==> src/hdl/stream_merge_pkg.sv <==
// Stream merge shared types

package stream_merge_pkg;

    localparam int item_w = 4;

    typedef struct packed
    {
        logic                tag;    // 0 for A, 1 for B
        logic [item_w - 2:0] value;
    } item_t;

    typedef struct packed
    {
        logic  valid;
        item_t item;
    } stream_t;

    typedef struct packed
    {
        logic a_ready;
        logic b_ready;
        logic out_ready;
    } ready_status_t;

    // Status digit segments in abcdefgh order
    localparam logic [7:0] sign_ready_a   = 8'b1000_0000,  // Top bar
                           sign_ready_b   = 8'b0000_0010,  // Middle bar
                           sign_ready_out = 8'b0001_0000,  // Bottom bar
                           sign_nothing   = 8'b0000_0000;

endpackage

==> src/hdl/key_stream_source.sv <==
// Key driven counting source

module key_stream_source
    import stream_merge_pkg::*;
# (
    parameter logic tag = 1'b0
)
(
    input  logic    clk,
    input  logic    arst_n,
    input  logic    key,
    input  logic    ready,
    output stream_t stream
);

    logic                key_meta;
    logic                key_sync;
    logic [item_w - 2:0] count;

    // Two flop synchronizer, the second flop is the valid
    always_ff @ (posedge clk or negedge arst_n)
    begin
        if (!arst_n)
        begin
            key_meta <= 1'b0;
            key_sync <= 1'b0;
        end
        else
        begin
            key_meta <= key;
            key_sync <= key_meta;
        end
    end

    always_ff @ (posedge clk or negedge arst_n)
        if (!arst_n)
            count <= '0;
        else if (key_sync & ready)
            count <= count + 1'b1;  // Wraps 7 to 0

    assign stream.valid      = key_sync;
    assign stream.item.tag   = tag;
    assign stream.item.value = count;

endmodule

==> src/hdl/rr_fifo_arbiter.sv <==
// Round-robin merge of two FIFOs

module rr_fifo_arbiter
    import stream_merge_pkg::*;
# (
    parameter int depth = 4
)
(
    input  logic    clk,
    input  logic    arst_n,
    input  stream_t a_stream,
    output logic    a_ready,
    input  stream_t b_stream,
    output logic    b_ready,
    output stream_t out_stream,
    input  logic    hold
);

    stream_t a_head;
    stream_t b_head;
    logic    a_head_ready;
    logic    b_head_ready;
    logic    out_ready;
    logic    grant_b;
    logic    last_b;    // B won the last transfer
    logic    locked;    // An offer is waiting under back-pressure
    logic    locked_b;  // Grant of that waiting offer

    stream_fifo # (.depth (depth)) a_fifo_i
    (
        .clk        (clk),
        .arst_n     (arst_n),
        .in_stream  (a_stream),
        .in_ready   (a_ready),
        .out_stream (a_head),
        .out_ready  (a_head_ready)
    );

    stream_fifo # (.depth (depth)) b_fifo_i
    (
        .clk        (clk),
        .arst_n     (arst_n),
        .in_stream  (b_stream),
        .in_ready   (b_ready),
        .out_stream (b_head),
        .out_ready  (b_head_ready)
    );

    assign out_ready = ~hold;

    // --------------------
    // Grant choice

    always_comb
        if (locked)
            grant_b = locked_b;  // Keep the offered item stable
        else if (a_head.valid & b_head.valid)
            grant_b = ~last_b;
        else
            grant_b = b_head.valid;

    assign out_stream   = grant_b ? b_head : a_head;
    assign a_head_ready = out_ready & ~grant_b;
    assign b_head_ready = out_ready &  grant_b;

    always_ff @ (posedge clk or negedge arst_n)
    begin
        if (!arst_n)
        begin
            last_b   <= 1'b1;  // So A goes first
            locked   <= 1'b0;
            locked_b <= 1'b0;
        end
        else
        begin
            locked   <= out_stream.valid & ~out_ready;
            locked_b <= grant_b;

            if (out_stream.valid & out_ready)
                last_b <= grant_b;
        end
    end

endmodule

==> src/hdl/seven_segment_display.sv <==
// Multiplexed hex display scanner

module seven_segment_display
# (
    parameter int w_digit  = 8,
                  scan_div = 4
)
(
    input  logic                     clk,
    input  logic                     arst_n,
    input  logic [w_digit * 4 - 1:0] number,
    output logic [              7:0] abcdefgh,
    output logic [w_digit     - 1:0] digit
);

    localparam int div_w = scan_div > 1 ? $clog2(scan_div) : 1;
    localparam int pos_w = w_digit  > 1 ? $clog2(w_digit)  : 1;

    logic [div_w - 1:0] div_cnt;
    logic [pos_w - 1:0] pos;     // Index of the lit digit
    logic               step;
    logic [        3:0] nibble;

    assign step = div_cnt == div_w'(scan_div - 1);

    // --------------------
    // Scan divider and digit rotation

    always_ff @ (posedge clk or negedge arst_n)
    begin
        if (!arst_n)
        begin
            div_cnt <= '0;
            pos     <= '0;
            digit   <= w_digit'(1);
        end
        else if (step)
        begin
            div_cnt <= '0;
            digit   <= (digit << 1) | (digit >> (w_digit - 1));
            pos     <= pos == pos_w'(w_digit - 1) ? '0 : pos + 1'b1;
        end
        else
        begin
            div_cnt <= div_cnt + 1'b1;
        end
    end

    assign nibble = number [pos * 4 +: 4];

    // Hex to segments, dot always off
    always_comb
        case (nibble)
            4'h0: abcdefgh = 8'b1111_1100;
            4'h1: abcdefgh = 8'b0110_0000;
            4'h2: abcdefgh = 8'b1101_1010;
            4'h3: abcdefgh = 8'b1111_0010;
            4'h4: abcdefgh = 8'b0110_0110;
            4'h5: abcdefgh = 8'b1011_0110;
            4'h6: abcdefgh = 8'b1011_1110;
            4'h7: abcdefgh = 8'b1110_0000;
            4'h8: abcdefgh = 8'b1111_1110;
            4'h9: abcdefgh = 8'b1111_0110;
            4'ha: abcdefgh = 8'b1110_1110;
            4'hb: abcdefgh = 8'b0011_1110;
            4'hc: abcdefgh = 8'b1001_1100;
            4'hd: abcdefgh = 8'b0111_1010;
            4'he: abcdefgh = 8'b1001_1110;
            default: abcdefgh = 8'b1000_1110;  // f
        endcase

endmodule

==> src/hdl/stream_fifo.sv <==
// Valid/ready item FIFO

module stream_fifo
    import stream_merge_pkg::*;
# (
    parameter int depth = 4
)
(
    input  logic    clk,
    input  logic    arst_n,
    input  stream_t in_stream,
    output logic    in_ready,
    output stream_t out_stream,
    input  logic    out_ready
);

    localparam int ptr_w = depth > 1 ? $clog2(depth) : 1;
    localparam int cnt_w = $clog2(depth + 1);

    item_t              mem [0:depth - 1];
    logic [ptr_w - 1:0] wr_ptr;
    logic [ptr_w - 1:0] rd_ptr;
    logic [cnt_w - 1:0] count;
    logic               push;
    logic               pop;

    // Pointer step with wrap at depth
    function automatic logic [ptr_w - 1:0] next_ptr (input logic [ptr_w - 1:0] ptr);
        return ptr == ptr_w'(depth - 1) ? '0 : ptr + 1'b1;
    endfunction

    // --------------------
    // Flags from registered occupancy

    assign in_ready         = count != cnt_w'(depth);  // Not full
    assign out_stream.valid = count != '0;             // Not empty
    assign out_stream.item  = mem [rd_ptr];

    assign push = in_stream.valid  & in_ready;
    assign pop  = out_stream.valid & out_ready;

    // --------------------
    // Storage and pointers

    always_ff @ (posedge clk)
        if (push)
            mem [wr_ptr] <= in_stream.item;

    always_ff @ (posedge clk or negedge arst_n)
    begin
        if (!arst_n)
        begin
            wr_ptr <= '0;
            rd_ptr <= '0;
            count  <= '0;
        end
        else
        begin
            if (push)
                wr_ptr <= next_ptr (wr_ptr);

            if (pop)
                rd_ptr <= next_ptr (rd_ptr);

            // Simultaneous push and pop keeps the count
            if (push & ~pop)
                count <= count + 1'b1;
            else if (pop & ~push)
                count <= count - 1'b1;
        end
    end

endmodule

==> src/hdl/stream_merge_top.sv <==
// Two-source stream merger top

module stream_merge_top
    import stream_merge_pkg::*;
# (
    parameter int depth    = 4,
                  w_digit  = 8,
                  scan_div = 4
)
(
    input  logic                 clk,
    input  logic                 arst_n,
    input  logic                 a_key,
    input  logic                 b_key,
    input  logic                 hold,
    output stream_t              out_stream,
    output logic                 a_ready,
    output logic                 b_ready,
    output logic [          7:0] abcdefgh,
    output logic [w_digit - 1:0] digit
);

    stream_t       a_stream;
    stream_t       b_stream;
    ready_status_t status;

    assign status = '{ a_ready: a_ready, b_ready: b_ready, out_ready: ~hold };

    // --------------------
    // Sources, A counts 0..7 and B counts 8..f

    key_stream_source # (.tag (1'b0)) a_source_i
    (
        .clk    (clk),
        .arst_n (arst_n),
        .key    (a_key),
        .ready  (a_ready),
        .stream (a_stream)
    );

    key_stream_source # (.tag (1'b1)) b_source_i
    (
        .clk    (clk),
        .arst_n (arst_n),
        .key    (b_key),
        .ready  (b_ready),
        .stream (b_stream)
    );

    rr_fifo_arbiter # (.depth (depth)) arbiter_i
    (
        .clk        (clk),
        .arst_n     (arst_n),
        .a_stream   (a_stream),
        .a_ready    (a_ready),
        .b_stream   (b_stream),
        .b_ready    (b_ready),
        .out_stream (out_stream),
        .hold       (hold)
    );

    stream_status_display # (.w_digit (w_digit), .scan_div (scan_div)) status_display_i
    (
        .clk       (clk),
        .arst_n    (arst_n),
        .a_item    (a_stream.item),
        .b_item    (b_stream.item),
        .out_item  (out_stream.item),
        .out_valid (out_stream.valid),
        .status    (status),
        .abcdefgh  (abcdefgh),
        .digit     (digit)
    );

endmodule

==> src/hdl/stream_status_display.sv <==
// Stream values and ready status display

module stream_status_display
    import stream_merge_pkg::*;
# (
    parameter int w_digit  = 8,
                  scan_div = 4
)
(
    input  logic                 clk,
    input  logic                 arst_n,
    input  item_t                a_item,
    input  item_t                b_item,
    input  item_t                out_item,
    input  logic                 out_valid,
    input  ready_status_t        status,
    output logic [          7:0] abcdefgh,
    output logic [w_digit - 1:0] digit
);

    localparam int w_number = w_digit * 4;

    logic [w_number - 1:0] number;
    logic [           7:0] abcdefgh_pre;
    logic [           7:0] ready_signs;

    // A, B, blank slot for status, then output
    assign number = w_number'({ a_item, b_item, {item_w {1'b0}}, out_item });

    seven_segment_display # (.w_digit (w_digit), .scan_div (scan_div)) display_i
    (
        .clk      (clk),
        .arst_n   (arst_n),
        .number   (number),
        .abcdefgh (abcdefgh_pre),
        .digit    (digit)
    );

    always_comb
    begin
        ready_signs = sign_nothing;

        if (status.a_ready)
            ready_signs |= sign_ready_a;
        if (status.b_ready)
            ready_signs |= sign_ready_b;
        if (status.out_ready)
            ready_signs |= sign_ready_out;
    end

    // --------------------
    // Segment overlay per position

    always_comb
        case (digit)
            w_digit'(1): abcdefgh = out_valid ? abcdefgh_pre : sign_nothing;
            w_digit'(2): abcdefgh = ready_signs;
            w_digit'(4),
            w_digit'(8): abcdefgh = abcdefgh_pre;  // B and A inputs
            default:     abcdefgh = sign_nothing;
        endcase

endmodule

==> config.mk <==
export PLATFORM = sky130hd
export DESIGN_NAME = stream_merge_top
export DESIGN_NICKNAME = d
export VERILOG_FILES = /design/src/hdl/stream_merge_pkg.sv /design/src/hdl/key_stream_source.sv /design/src/hdl/rr_fifo_arbiter.sv /design/src/hdl/seven_segment_display.sv /design/src/hdl/stream_fifo.sv /design/src/hdl/stream_merge_top.sv /design/src/hdl/stream_status_display.sv
export SDC_FILE = /design/constraint.sdc
export NUM_CORES = 1
export LEC_CHECK = 0
export BUFFER_PORTS_ARGS = -buffer_cell sky130_fd_sc_hd__buf_2
export CORE_ASPECT_RATIO = 1.25
export CORE_UTILIZATION = 40
export CTS_BUF_LIST = sky130_fd_sc_hd__clkbuf_2 sky130_fd_sc_hd__clkbuf_4 sky130_fd_sc_hd__clkbuf_8
export DETAILED_ROUTE_END_ITERATION = 16
export PLACE_DENSITY_LB_ADDON = 0.3
export SYNTH_ARGS = -nofsm -noshare
export SYNTH_HDL_FRONTEND = slang
export SYNTH_SLANG_ARGS = --single-unit
==> constraint.sdc <==
create_clock -name clk -period 3.2 [get_ports clk]
set_input_delay 0.16 -clock clk [delete_from_list [all_inputs] [get_ports clk]]
set_output_delay 0.16 -clock clk [all_outputs]
set_load 0.02 [all_outputs]
==> results of run 1 <==
-- how the worst max path moves through the flow --
stage	cells past startpoint	endpoint	slack, ps
2_1_floorplan	8	abcdefgh[4]	140
3_3_place_gp	9	abcdefgh[4]	190
3_5_place_dp	9	abcdefgh[4]	110
4_1_cts	10	abcdefgh[4]	10
5_1_grt	10	abcdefgh[1]	-110
6_report	7	abcdefgh[3]	0.8
-- metal layers --
layer / track usage (%) / wire [µm] / vias to the layer above
li1: - / - / 1021
met1: 18.3 / 2720 / 1055
met2: 27.9 / 3210 / 36
met3: 3.33 / 164 / 16
met4: 9.68 / 177 / 0
met5: 0 / 0 / -
-- final cells by class --
cell class,instances,area (µm²)
fill,702,4000
sequential,64,1730
multi-input combinational,168,1500
timing repair buffer,40,251
clock buffer,11,139
tap,95,119
inverter,21,78.8
clock inverter,5,71.3
-- where the power goes --
| group | switching [mW] | internal [mW] | leakage (nW) |
|---|---|---|---|
| registers | 0.227 | 1.14 | 0.708 |
| logic | 0.682 | 0.582 | 0.893 |
| clock network | 0.299 | 0.448 | 0.107 |
-- synth_stat cells (all sizes together), types with 2 or more instances --
master	instances	area share (%)
mux2i	6	1.8
and3	9	1.7
nand2	25	2.9
a21oi	2	0.30
mux4	6	4.1
or3	5	0.95
o31ai	2	0.61
nor3	6	1.1
nor2	14	1.6
and2	2	0.38
o21ai	9	1.4
o41ai	2	0.99
edfxtp	24	22
dfstp	2	1.6
fa	2	1.2
clkbuf	3	0.34
xor2	4	1.1
mux2	14	4.9
inv	21	2.4
a21o	3	0.68
buf	3	0.68
a211oi	5	1.3
a31oi	2	0.38
or4	2	0.57
o32ai	2	1.1
dfrtp	38	29
o311ai	3	1.3
xnor2	7	1.9
ha	23	8.7
-- cell families (layout without fill, tap and decap cells) --
family          count (synthesis)  count (layout)  synth area share [%]
simple gates                   69              69                  10.3
flops                          64              64                  52.4
compound gates                 36              36                  10.0
buf+inv                        27              77                  3.42
mux                            26              26                  10.8
fa+ha+maj                      25              25                  9.96
xor+xnor                       11              11                  2.93
other cells                     1               1                 0.114
-- state kept, by name, summed over array words and instances, names as in the netlist --
register,cells
status_display_i.display_i.digit,8
arbiter_i.a_fifo_i.count,3
arbiter_i.b_fifo_i.rd_ptr,2
arbiter_i.b_fifo_i.wr_ptr,2
arbiter_i.locked,1
arbiter_i.b_fifo_i.count,3
a_source_i.key_sync,1
status_display_i.display_i.div_cnt,2
a_source_i.count,3
arbiter_i.a_fifo_i.mem,12
arbiter_i.locked_b,1
status_display_i.display_i.pos,3
b_source_i.count,3
b_source_i.key_sync,1
arbiter_i.b_fifo_i.mem,12
b_source_i.key_meta,1
a_source_i.key_meta,1
arbiter_i.a_fifo_i.wr_ptr,2
arbiter_i.a_fifo_i.rd_ptr,2
arbiter_i.last_b,1
-- stage by stage --
step                      hold WS (ps)  setup slack (ps)  total power, mW
final                              114             0.826             3.38
after global routing               131              -113             3.61
after CTS                          102              11.5             3.41
after detailed placement           271               112             2.57
after global placement             270               187             2.52
after floorplan                   -136               139             2.23
-- cells in the final DEF, fill, tap and decap left out, types with 5 or more instances in the layout --
master | synthesis | routed
dfrtp_1 | 38 | 37
nand2_1 | 25 | 25
edfxtp_1 | 24 | 24
buf_2 | 0 | 24
inv_1 | 21 | 21
ha_1 | 23 | 21
nor2_1 | 14 | 14
mux2_2 | 13 | 13
buf_4 | 3 | 12
o21ai_0 | 9 | 9
and3_1 | 9 | 9
clkbuf_8 | 0 | 9
xnor2_1 | 7 | 7
mux4_2 | 6 | 6
nor3_1 | 5 | 5
or3_1 | 5 | 5
-- critical path, cell delays in order (launching register included) --
cell and delay (ps):
dfrtp_1 380, or4_4 550, o311ai_4 130, mux2i_1 470, o31ai_2 170, a2111oi_0 700, a211oi_1 90, buf_2 200
-- repair_timing --
item                                    in CTS  in global routing
pin swaps                                    2                  4
setup buffers                                9                  0
endpoints found under the setup margin       7                  5
endpoints found under the hold margin       40                  0
hold buffers                                 3                  0
gates resized for setup                      3                  8
==> flow_summary.ini, run 1 <==
[sta]
finalClockSkew_ps = 8.80
final_max_slew_viol_count = 0
rsz0062_at_grt = yes
min_period_ps = 3200
worstMarginPinSlew_ps = 916
layout_worst_path_cycle_share_pct = 100
slew_headroom_pct = 38.9
fin_setup_tns_ps = 0
setup_viol_count_final = 0
fmax_ghz = 0.313
final_hold_viol_count = 0

[final_layout]
nNetsFinal = 334
layout.cells.non_filler = 404
drive_gt1_share_pct = 28.5
final_area_mm2 = 0.00389
final_util_pct = 49.3
diodes = 0
syn_to_final_growth_pct = 18.1

[drt]
wl_um = 6270
vias_per_cell = 5.27
vias = 2128
drc = 0
antenna_left = 0
firstDrtPassIters = 4
wire_per_inst_um = 15.5
drt_iter0_drc = 72

[setup_path]
cp_data_arrival_time_ps = 3040
start_kind = register
timing.rr.end = arbiter_i.a_fifo_i.count[1]$_DFFE_PN0P_
cp-startpoint = arbiter_i.b_fifo_i.count[2]$_DFFE_PN0P_
cp_max_fo = 4
crit_type = register to output pin
regToRegSetupSlack_ps = 440
rr_worst_depth = 10
reg2reg_from = arbiter_i.b_fifo_i.count[2]$_DFFE_PN0P_
required_ps = 3040
end_kind = output pin

[logic_synthesis]
yosys_warnings = 0
syn_area_per_cell_um2 = 12.7
async_flop_share_pct = 62.5
synthFlopType = dfrtp_1
synth_enable_flop_cells = 24
netlist_instances = 259
ys_types = 50
syn_area_mm2 = 0.00329
synth_seq_area_share_pct = 52.4
syn_nets = 289
synth_seq_cells = 64

[min_path]
hp-start = hold
min_to = arbiter_i.locked$_DFF_PN0_
hold_path_class = input port to register
holdPathStages = 2

[placement]
place.gp.congestion = 0.880
place_area_mm2 = 0.00352
io_buffers = 26
dp_cells = 376
place_hpwl_um = 4570

[floorplan]
coreArea_mm2 = 0.00788
ios = 28
die_h_um = 103
dieWidth_um = 83.1
rows = 36
initial_core_util_pct = 41.8
die_area_mm2 = 0.00860

[clock_network]
numCtsBuffers = 9
cts-root-buf = clkbuf_8
cts_buffer_depth = 2
cts_tree = yes
clock-sinks = 64
cts.htree.levels = 3
clk_latency_ps = 350
clk_pin_slew_ps = 60

[global_routing]
grt_pass1_wl_um = 10400
grt_overflow_total = 0
grtUsageTotal_pct = 16.0
antenna_found_initial = 0
grt_start_max_net_pins = 41
first_global_vias = 2088

[run_status]
outcome = finished clean

[power]
pwr_density_cell_mw_per_mm2 = 869
p_leak_nw = 1.71
peakVddDrop_v = 0.000445

[run]
cap_violations = 0
No activity file was read; power rests on OpenSTA's default activity.
==> run 2: changes to the inputs <==
- SYNTH_HIERARCHICAL: unset -> 1
==> run 2 against run 1 <==
The run now ends with setup timing left. Area after synthesis grew 20%. Setup slack worse by 630 ps. Register-to-register slack improved by 150 ps. Die area rose by 20%. Utilization up 2.1 points. Synthesized cell count up 6.6%. Via count is 13% higher. Largest power group is now combinational logic.
==> flow_summary.ini, run 2 <==
[floorplan]
coreArea_mm2 = 0.00961
rows = 40
dieWidth_um = 91.1
initial_core_util_pct = 41.3
ios = 28
die_h_um = 113
die_area_mm2 = 0.0103

[logic_synthesis]
synth_xor_area_share_pct = 2.65
synthSimpleGateAreaFrac_pct = 9.85
async_flop_share_pct = 55.6
synth_seq_area_share_pct = 49.5
yosys.area.top_type_share_pct = 24.2
netlist_instances = 276
syn_area_per_cell_um2 = 14.4
yosys_warnings = 6
synthTopCellsByArea = edfxtp_1, dfrtp_1, ha_1, mux4_2, mux2_2
synthFlopType = dfrtp_1
synth_area_leader_cell = edfxtp_1
syn_area_mm2 = 0.00397
synth_enable_flop_cells = 32
synthMuxAreaShare_pct = 21.3
synth_compound_area_share_pct = 3.85
yosys-top-cells-count = dfrtp_1, edfxtp_1, ha_1, mux2_2, inv_1
synth_adder_area_share_pct = 8.58
synth_top_family_by_area = multiplexers
ys_types = 49
synth.most_common_cell = dfrtp_1
synth_seq_cells = 72

[drt]
drc = 0
vias = 2397
wire_per_inst_um = 15.4
firstDrtPassIters = 4
antenna_left = 0
vias_per_cell = 4.89
drt_iter0_drc = 110
wl_um = 7570

[final_layout]
diodes = 0
largest_registers = arbiter_i/a_fifo_i/mem x16, arbiter_i/b_fifo_i/mem x16, status_display_i/display_i/digit x8
layout_common_cells = dfrtp_1, buf_4, edfxtp_1, conb_1, ha_1
layout.cells.non_filler = 490
final_area_mm2 = 0.00494
syn_to_final_growth_pct = 24.6
nNetsFinal = 390
drive_gt1_share_pct = 42.9

[placement]
place_area_mm2 = 0.00457
io_buffers = 26
place_hpwl_um = 5580
dp_cells = 463
place.gp.congestion = 0.780

[sta]
fin_setup_tns_ps = -3600
slew_headroom_pct = 37.7
final_max_slew_viol_count = 0
rsz0062_at_grt = yes
layout_worst_path_cycle_share_pct = 120
setup_viol_count_final = 7
finalClockSkew_ps = 5.21
min_period_ps = 3830
final_hold_viol_count = 0
fmax_ghz = 0.261
fin_ws_ps = -634
worstMarginPinSlew_ps = 935

[clock_network]
cts-root-buf = clkbuf_8
cts_buffer_depth = 2
clk_pin_slew_ps = 70
clock-sinks = 72
numCtsBuffers = 9
clk_latency_ps = 350
cts.htree.levels = 3
cts_tree = yes

[run]
cap_violations = 0

[global_routing]
grt_pass1_wl_um = 12400
antenna_found_initial = 0
grt_start_max_net_pins = 41
first_global_vias = 2433
grtUsageTotal_pct = 16.1
grt_overflow_total = 0

[setup_path]
cp_max_fo = 5
crit_chain = or3_4, nor2b_4, a22oi_4, mux2_2, mux4_2, mux2i_4, buf_4, mux2_4, mux2i_2, nand4_1, a31oi_4, buf_6
crit_family = multiplexers
cp_slowest_cell = mux4_2
critPathMaxStageDelay_ps = 490
reg2reg_from = arbiter_i/b_fifo_i/count[0]$_DFFE_PN0P_
worst-path-buf-inv = 2
rr_worst_depth = 10
cp_data_arrival_time_ps = 3670
timing.rr.end = arbiter_i/a_fifo_i/count[1]$_DFFE_PN0P_
crit_type = register to output pin
required_ps = 3040
regToRegSetupSlack_ps = 590
start_kind = register
end_kind = output pin

[min_path]
holdPathStages = 2
hold_path_class = input port to register
min_to = arbiter_i/locked$_DFF_PN0_
hp-start = hold

[power]
p_leak_nw = 2.11
pwr_density_cell_mw_per_mm2 = 784
peakVddDrop_v = 0.000288

[run_status]
violations = setup timing
outcome = complete, but fails checks
-- run 2: cell count changes in the layout (fill, tap and decap cells not counted), sizes merged, moves of 10 or more --
cell and change:
mux2 +14, nand2 -14, buf +26, conb +22, mux4 +10
-- run 2: logic make-up (layout without fill, tap and decap cells) --
| group | after synthesis | after routing |
|---|---|---|
| other cells | 4 | 23 |
| simple gates | 61 | 61 |
| fa+ha+maj | 26 | 26 |
| mux | 54 | 54 |
| xor+xnor | 12 | 12 |
| flops | 72 | 72 |
| buf+inv | 28 | 97 |
| compound gates | 19 | 19 |
-- run 2: worst register-to-register path, stage by stage, from the launching register on --
cell and delay (ps):
dfrtp_1 380, or3_4 380, nor2b_4 140, a22oi_4 220
buf_4 170, and2_1 170, nand2_4 100, ha_1 220
inv_1 70, fa_1 400, mux2_2 260
-- run 2: worst max path at each step --
| stage | cells past startpoint | end | from | slack, ps |
|---|---|---|---|---|
| after CTS | 13 | abcdefgh[4] | arbiter_i/b_fifo_i/count[0]$_DFFE_PN0P_ | -620 |
| final | 12 | abcdefgh[4] | arbiter_i/b_fifo_i/count[0]$_DFFE_PN0P_ | -630 |
| after global placement | 12 | abcdefgh[7] | arbiter_i/b_fifo_i/count[1]$_DFFE_PN0P_ | -320 |
| after detailed placement | 12 | abcdefgh[7] | arbiter_i/b_fifo_i/count[1]$_DFFE_PN0P_ | -370 |
| after global routing | 14 | abcdefgh[7] | arbiter_i/b_fifo_i/count[0]$_DFFE_PN0P_ | -760 |
| after floorplan | 12 | abcdefgh[4] | arbiter_i/b_fifo_i/count[1]$_DFFE_PN0P_ | -350 |
-- run 2: final cells by class --
cell class | count | area, µm²
multi-input combinational | 195 | 2070
clock buffer | 10 | 131
tap | 126 | 158
inverter | 15 | 56.3
timing repair buffer | 66 | 478
fill | 865 | 4670
sequential | 72 | 1960
clock inverter | 6 | 83.8
-- run 2: stage by stage --
stage	util, %	hold WS (ps)	setup WS [ps]	power (mW)
4_1_cts	50.9	69.1	-619	3.90
2_1_floorplan	-	-136	-353	2.52
5_1_grt	51.4	107	-759	4.12
3_5_place_dp	47.5	269	-373	3.09
3_3_place_gp	47.5	269	-324	3.00
6_report	51.4	84.5	-634	3.87
-- run 2: metal layers --
| metal | GRT usage (%) | up-vias | part of all wire (%) |
|---|---|---|---|
| li1 | - | 1149 | - |
| met1 | 18.8 | 1202 | 42 |
| met2 | 27.9 | 32 | 54 |
| met3 | 3.76 | 14 | 2.5 |
| met4 | 7.62 | 0 | 1.9 |
| met5 | 0 | - | 0 |
-- run 2: power breakdown --
part	internal [mW]	switching, mW
Clock	0.443	0.346
Sequential	1.28	0.240
Combinational	0.859	0.704
Total	2.58	1.29
-- run 2: what timing repair did --
action | in CTS | in global routing
setup endpoints to repair | 7 | 7
pin swaps | 7 | 2
hold buffers | 3 | 0
resized for setup | 16 | 7
buffers inserted | 4 | 4
endpoints found under the hold margin | 40 | 0
==> run 3: changes to the inputs <==
- ABC_AREA: unset -> 1
- TNS_END_PERCENT: unset -> 30
==> run 3 against run 2 <==
The flow now finishes without violations. Setup slack better by 890 ps. Sequential share of layout area is 0.38 points lower. First-iteration DRC count up 55%. Maximum frequency up 30%. Largest cell class unchanged. Hold slack better by 42 ps. Highest routed layer unchanged. Routed wire length up 15%.
==> flow_summary.ini, run 3 <==
[final_layout]
largest_registers = arbiter_i/a_fifo_i/mem x16, arbiter_i/b_fifo_i/mem x16, status_display_i/display_i/digit x8
final_util_pct = 46.6
nNetsFinal = 629
layout.cells.non_filler = 735
final_area_mm2 = 0.00500
layout_common_cells = nand2_1, inv_1, nand3_1, dfrtp_1, edfxtp_1
diodes = 0
layout_commonest_cell = nand2_1
syn_to_final_growth_pct = 11.8
drive_gt1_share_pct = 17.6

[placement]
dp_cells = 711
place_area_mm2 = 0.00469
place_hpwl_um = 6570
io_buffers = 26
place.gp.congestion = 0.825

[drt]
wire_per_inst_um = 11.8
firstDrtPassIters = 5
drc = 0
wl_um = 8700
drt_iter0_drc = 170
vias_per_cell = 4.71
vias = 3461
antenna_left = 0

[floorplan]
rows = 42
die_h_um = 120
die_area_mm2 = 0.0116
initial_core_util_pct = 41.7
coreArea_mm2 = 0.0107
ios = 28
dieWidth_um = 96.6

[setup_path]
required_ps = 3040
end_kind = output pin
reg2reg_from = arbiter_i/a_fifo_i/count[1]$_DFFE_PN0P_
regToRegSetupSlack_ps = 1040
cp_data_arrival_time_ps = 2790
cp_max_fo = 7
start_kind = register
rr_worst_depth = 13
crit_type = register to output pin
timing.rr.end = arbiter_i/b_fifo_i/count[1]$_DFFE_PN0P_

[logic_synthesis]
async_flop_share_pct = 55.6
syn_area_per_cell_um2 = 8.14
synth_seq_area_share_pct = 43.9
netlist_instances = 549
synth.most_common_cell = nand2_1
syn_area_mm2 = 0.00447
synthTopCellsByArea = edfxtp_1, dfrtp_1, nand2_1, inv_1, ha_1
synth_enable_flop_cells = 32
synth_area_leader_cell = edfxtp_1
yosys-top-cells-count = nand2_1, inv_1, nand3_1, dfrtp_1, edfxtp_1
synthFlopType = dfrtp_1
synth_seq_cells = 72
yosys.area.top_type_share_pct = 21.5
ys_types = 32
yosys_warnings = 6

[clock_network]
cts_buffer_depth = 2
clock-sinks = 72
clk_pin_slew_ps = 80
cts_tree = yes
clk_latency_ps = 350
cts-root-buf = clkbuf_8
cts.htree.levels = 3
numCtsBuffers = 9

[sta]
finalClockSkew_ps = 10.2
setup_viol_count_final = 0
final_hold_viol_count = 0
layout_worst_path_cycle_share_pct = 92.1
slew_headroom_pct = 35.5
worstMarginPinSlew_ps = 968
min_period_ps = 2950
fmax_ghz = 0.339
final_max_slew_viol_count = 0
hold_ws_ps = 126

[global_routing]
grt_pass1_wl_um = 14800
antenna_found_initial = 0
use_met1_pct = 20.6
grt_overflow_total = 0
grt_use_met3_pct = 3.27
top_usage_layer = met2
grtUsageTotal_pct = 16.4
grt_start_max_net_pins = 41
gr-usage-met2_pct = 28.3
first_global_vias = 3268

[min_path]
hp-start = hold
holdPathStages = 3
min_to = arbiter_i/locked$_DFF_PN0_
hold_path_class = input port to register

[power]
pwr_density_cell_mw_per_mm2 = 766
total_power_mw = 3.83
peakVddDrop_v = 0.000277
p_leak_nw = 2.50

[run]
cap_violations = 0

[run_status]
outcome = finished clean
==> run 3: cell types whose count changed after synthesis, moves of 9 or more <==
cell	previous run	this run
mux2_2	18	0
inv_1	15	87
o211ai_1	1	14
nor2_1	14	23
nand2_1	7	193
nand3_2	0	11
mux4_2	10	0
and2_1	11	0
nand3_1	5	47
==> run 3: final cells by class <==
type,instances,area (µm²)
Inverter,94,363
Timing Repair Buffer,37,231
Tap cell,132,165
Fill cell,1070,5720
Multi-Input combinational cell,384,2070
Clock buffer,10,131
Sequential cell,72,1970
Clock inverter,6,67.6
==> run 3: cell families after synthesis <==
group / count (synthesis) / synth area share [%]
AO/OA/AOI/OAI: 36 / 5.32
flip-flops: 72 / 43.9
AND/OR/NAND/NOR: 295 / 30.0
adder cells (fa/ha/maj): 26 / 7.61
XOR/XNOR: 4 / 0.784
other: 4 / 0.336
buffers and inverters: 112 / 12.0
==> run 3: routing by layer <==
metal / part of all wire, % / vias to the layer above / wire (µm)
met4: 1.1 / 0 / 95
met1: 44 / 1613 / 3810
met5: 0 / - / 0
met2: 51 / 56 / 4460
li1: - / 1783 / -
met3: 3.9 / 9 / 337
==> run 3: repair_timing <==
item,4_1_cts,5_1_grt
endpoints found under the setup margin,0,5
buffers inserted,0,5
hold buffers,3,0
resized for setup,0,19
endpoints found under the hold margin,4,0
==> run 3: worst max-delay path by stage <==
stage	startpoint	end	slack, ps
finish	arbiter_i/a_fifo_i/count[1]$_DFFE_PN0P_	abcdefgh[4]	250
global route	arbiter_i/a_fifo_i/count[1]$_DFFE_PN0P_	abcdefgh[4]	-8
CTS	arbiter_i/a_fifo_i/count[0]$_DFFE_PN0P_	abcdefgh[4]	110
detailed placement	arbiter_i/a_fifo_i/count[0]$_DFFE_PN0P_	abcdefgh[4]	500
global placement	arbiter_i/a_fifo_i/count[0]$_DFFE_PN0P_	abcdefgh[4]	580
floorplan	arbiter_i/a_fifo_i/count[0]$_DFFE_PN0P_	abcdefgh[2]	680
==> run 3: through the flow <==
step	setup slack, ps	TNS (ps)
global route	-8.12	-8.23
finish	252	0
detailed placement	495	0
global placement	585	0
floorplan	678	0
CTS	106	0
==> run 3: power breakdown <==
| part | switching (mW) | total [mW] | leakage, nW | internal [mW] |
|---|---|---|---|---|
| Clock | 0.359 | 0.732 | 0.105 | 0.373 |
| Combinational | 0.999 | 1.58 | 1.61 | 0.582 |
| Sequential | 0.245 | 1.51 | 0.787 | 1.27 |
| Total | 1.60 | 3.83 | 2.50 | 2.22 |
==> run 3: critical path: stages, from the launching register on <==
cell	delay [ps]
dfrtp_1	410
inv_2	90
nand3_2	100
nand2_1	90
nand3_2	90
nand2_4	120
inv_4	60
nand2_1	50
nand2_1	70
inv_1	60
nand2_1	60
nand3_2	70
nand2_1	50
nand2_1	70
nand2_2	90
ha_2	200
inv_1	50
nand2_1	80
nand2_1	80
nand2_1	40
nand2_1	70
nand2_1	60
inv_1	60
nand3_1	70
nand3_1	110
buf_4	150
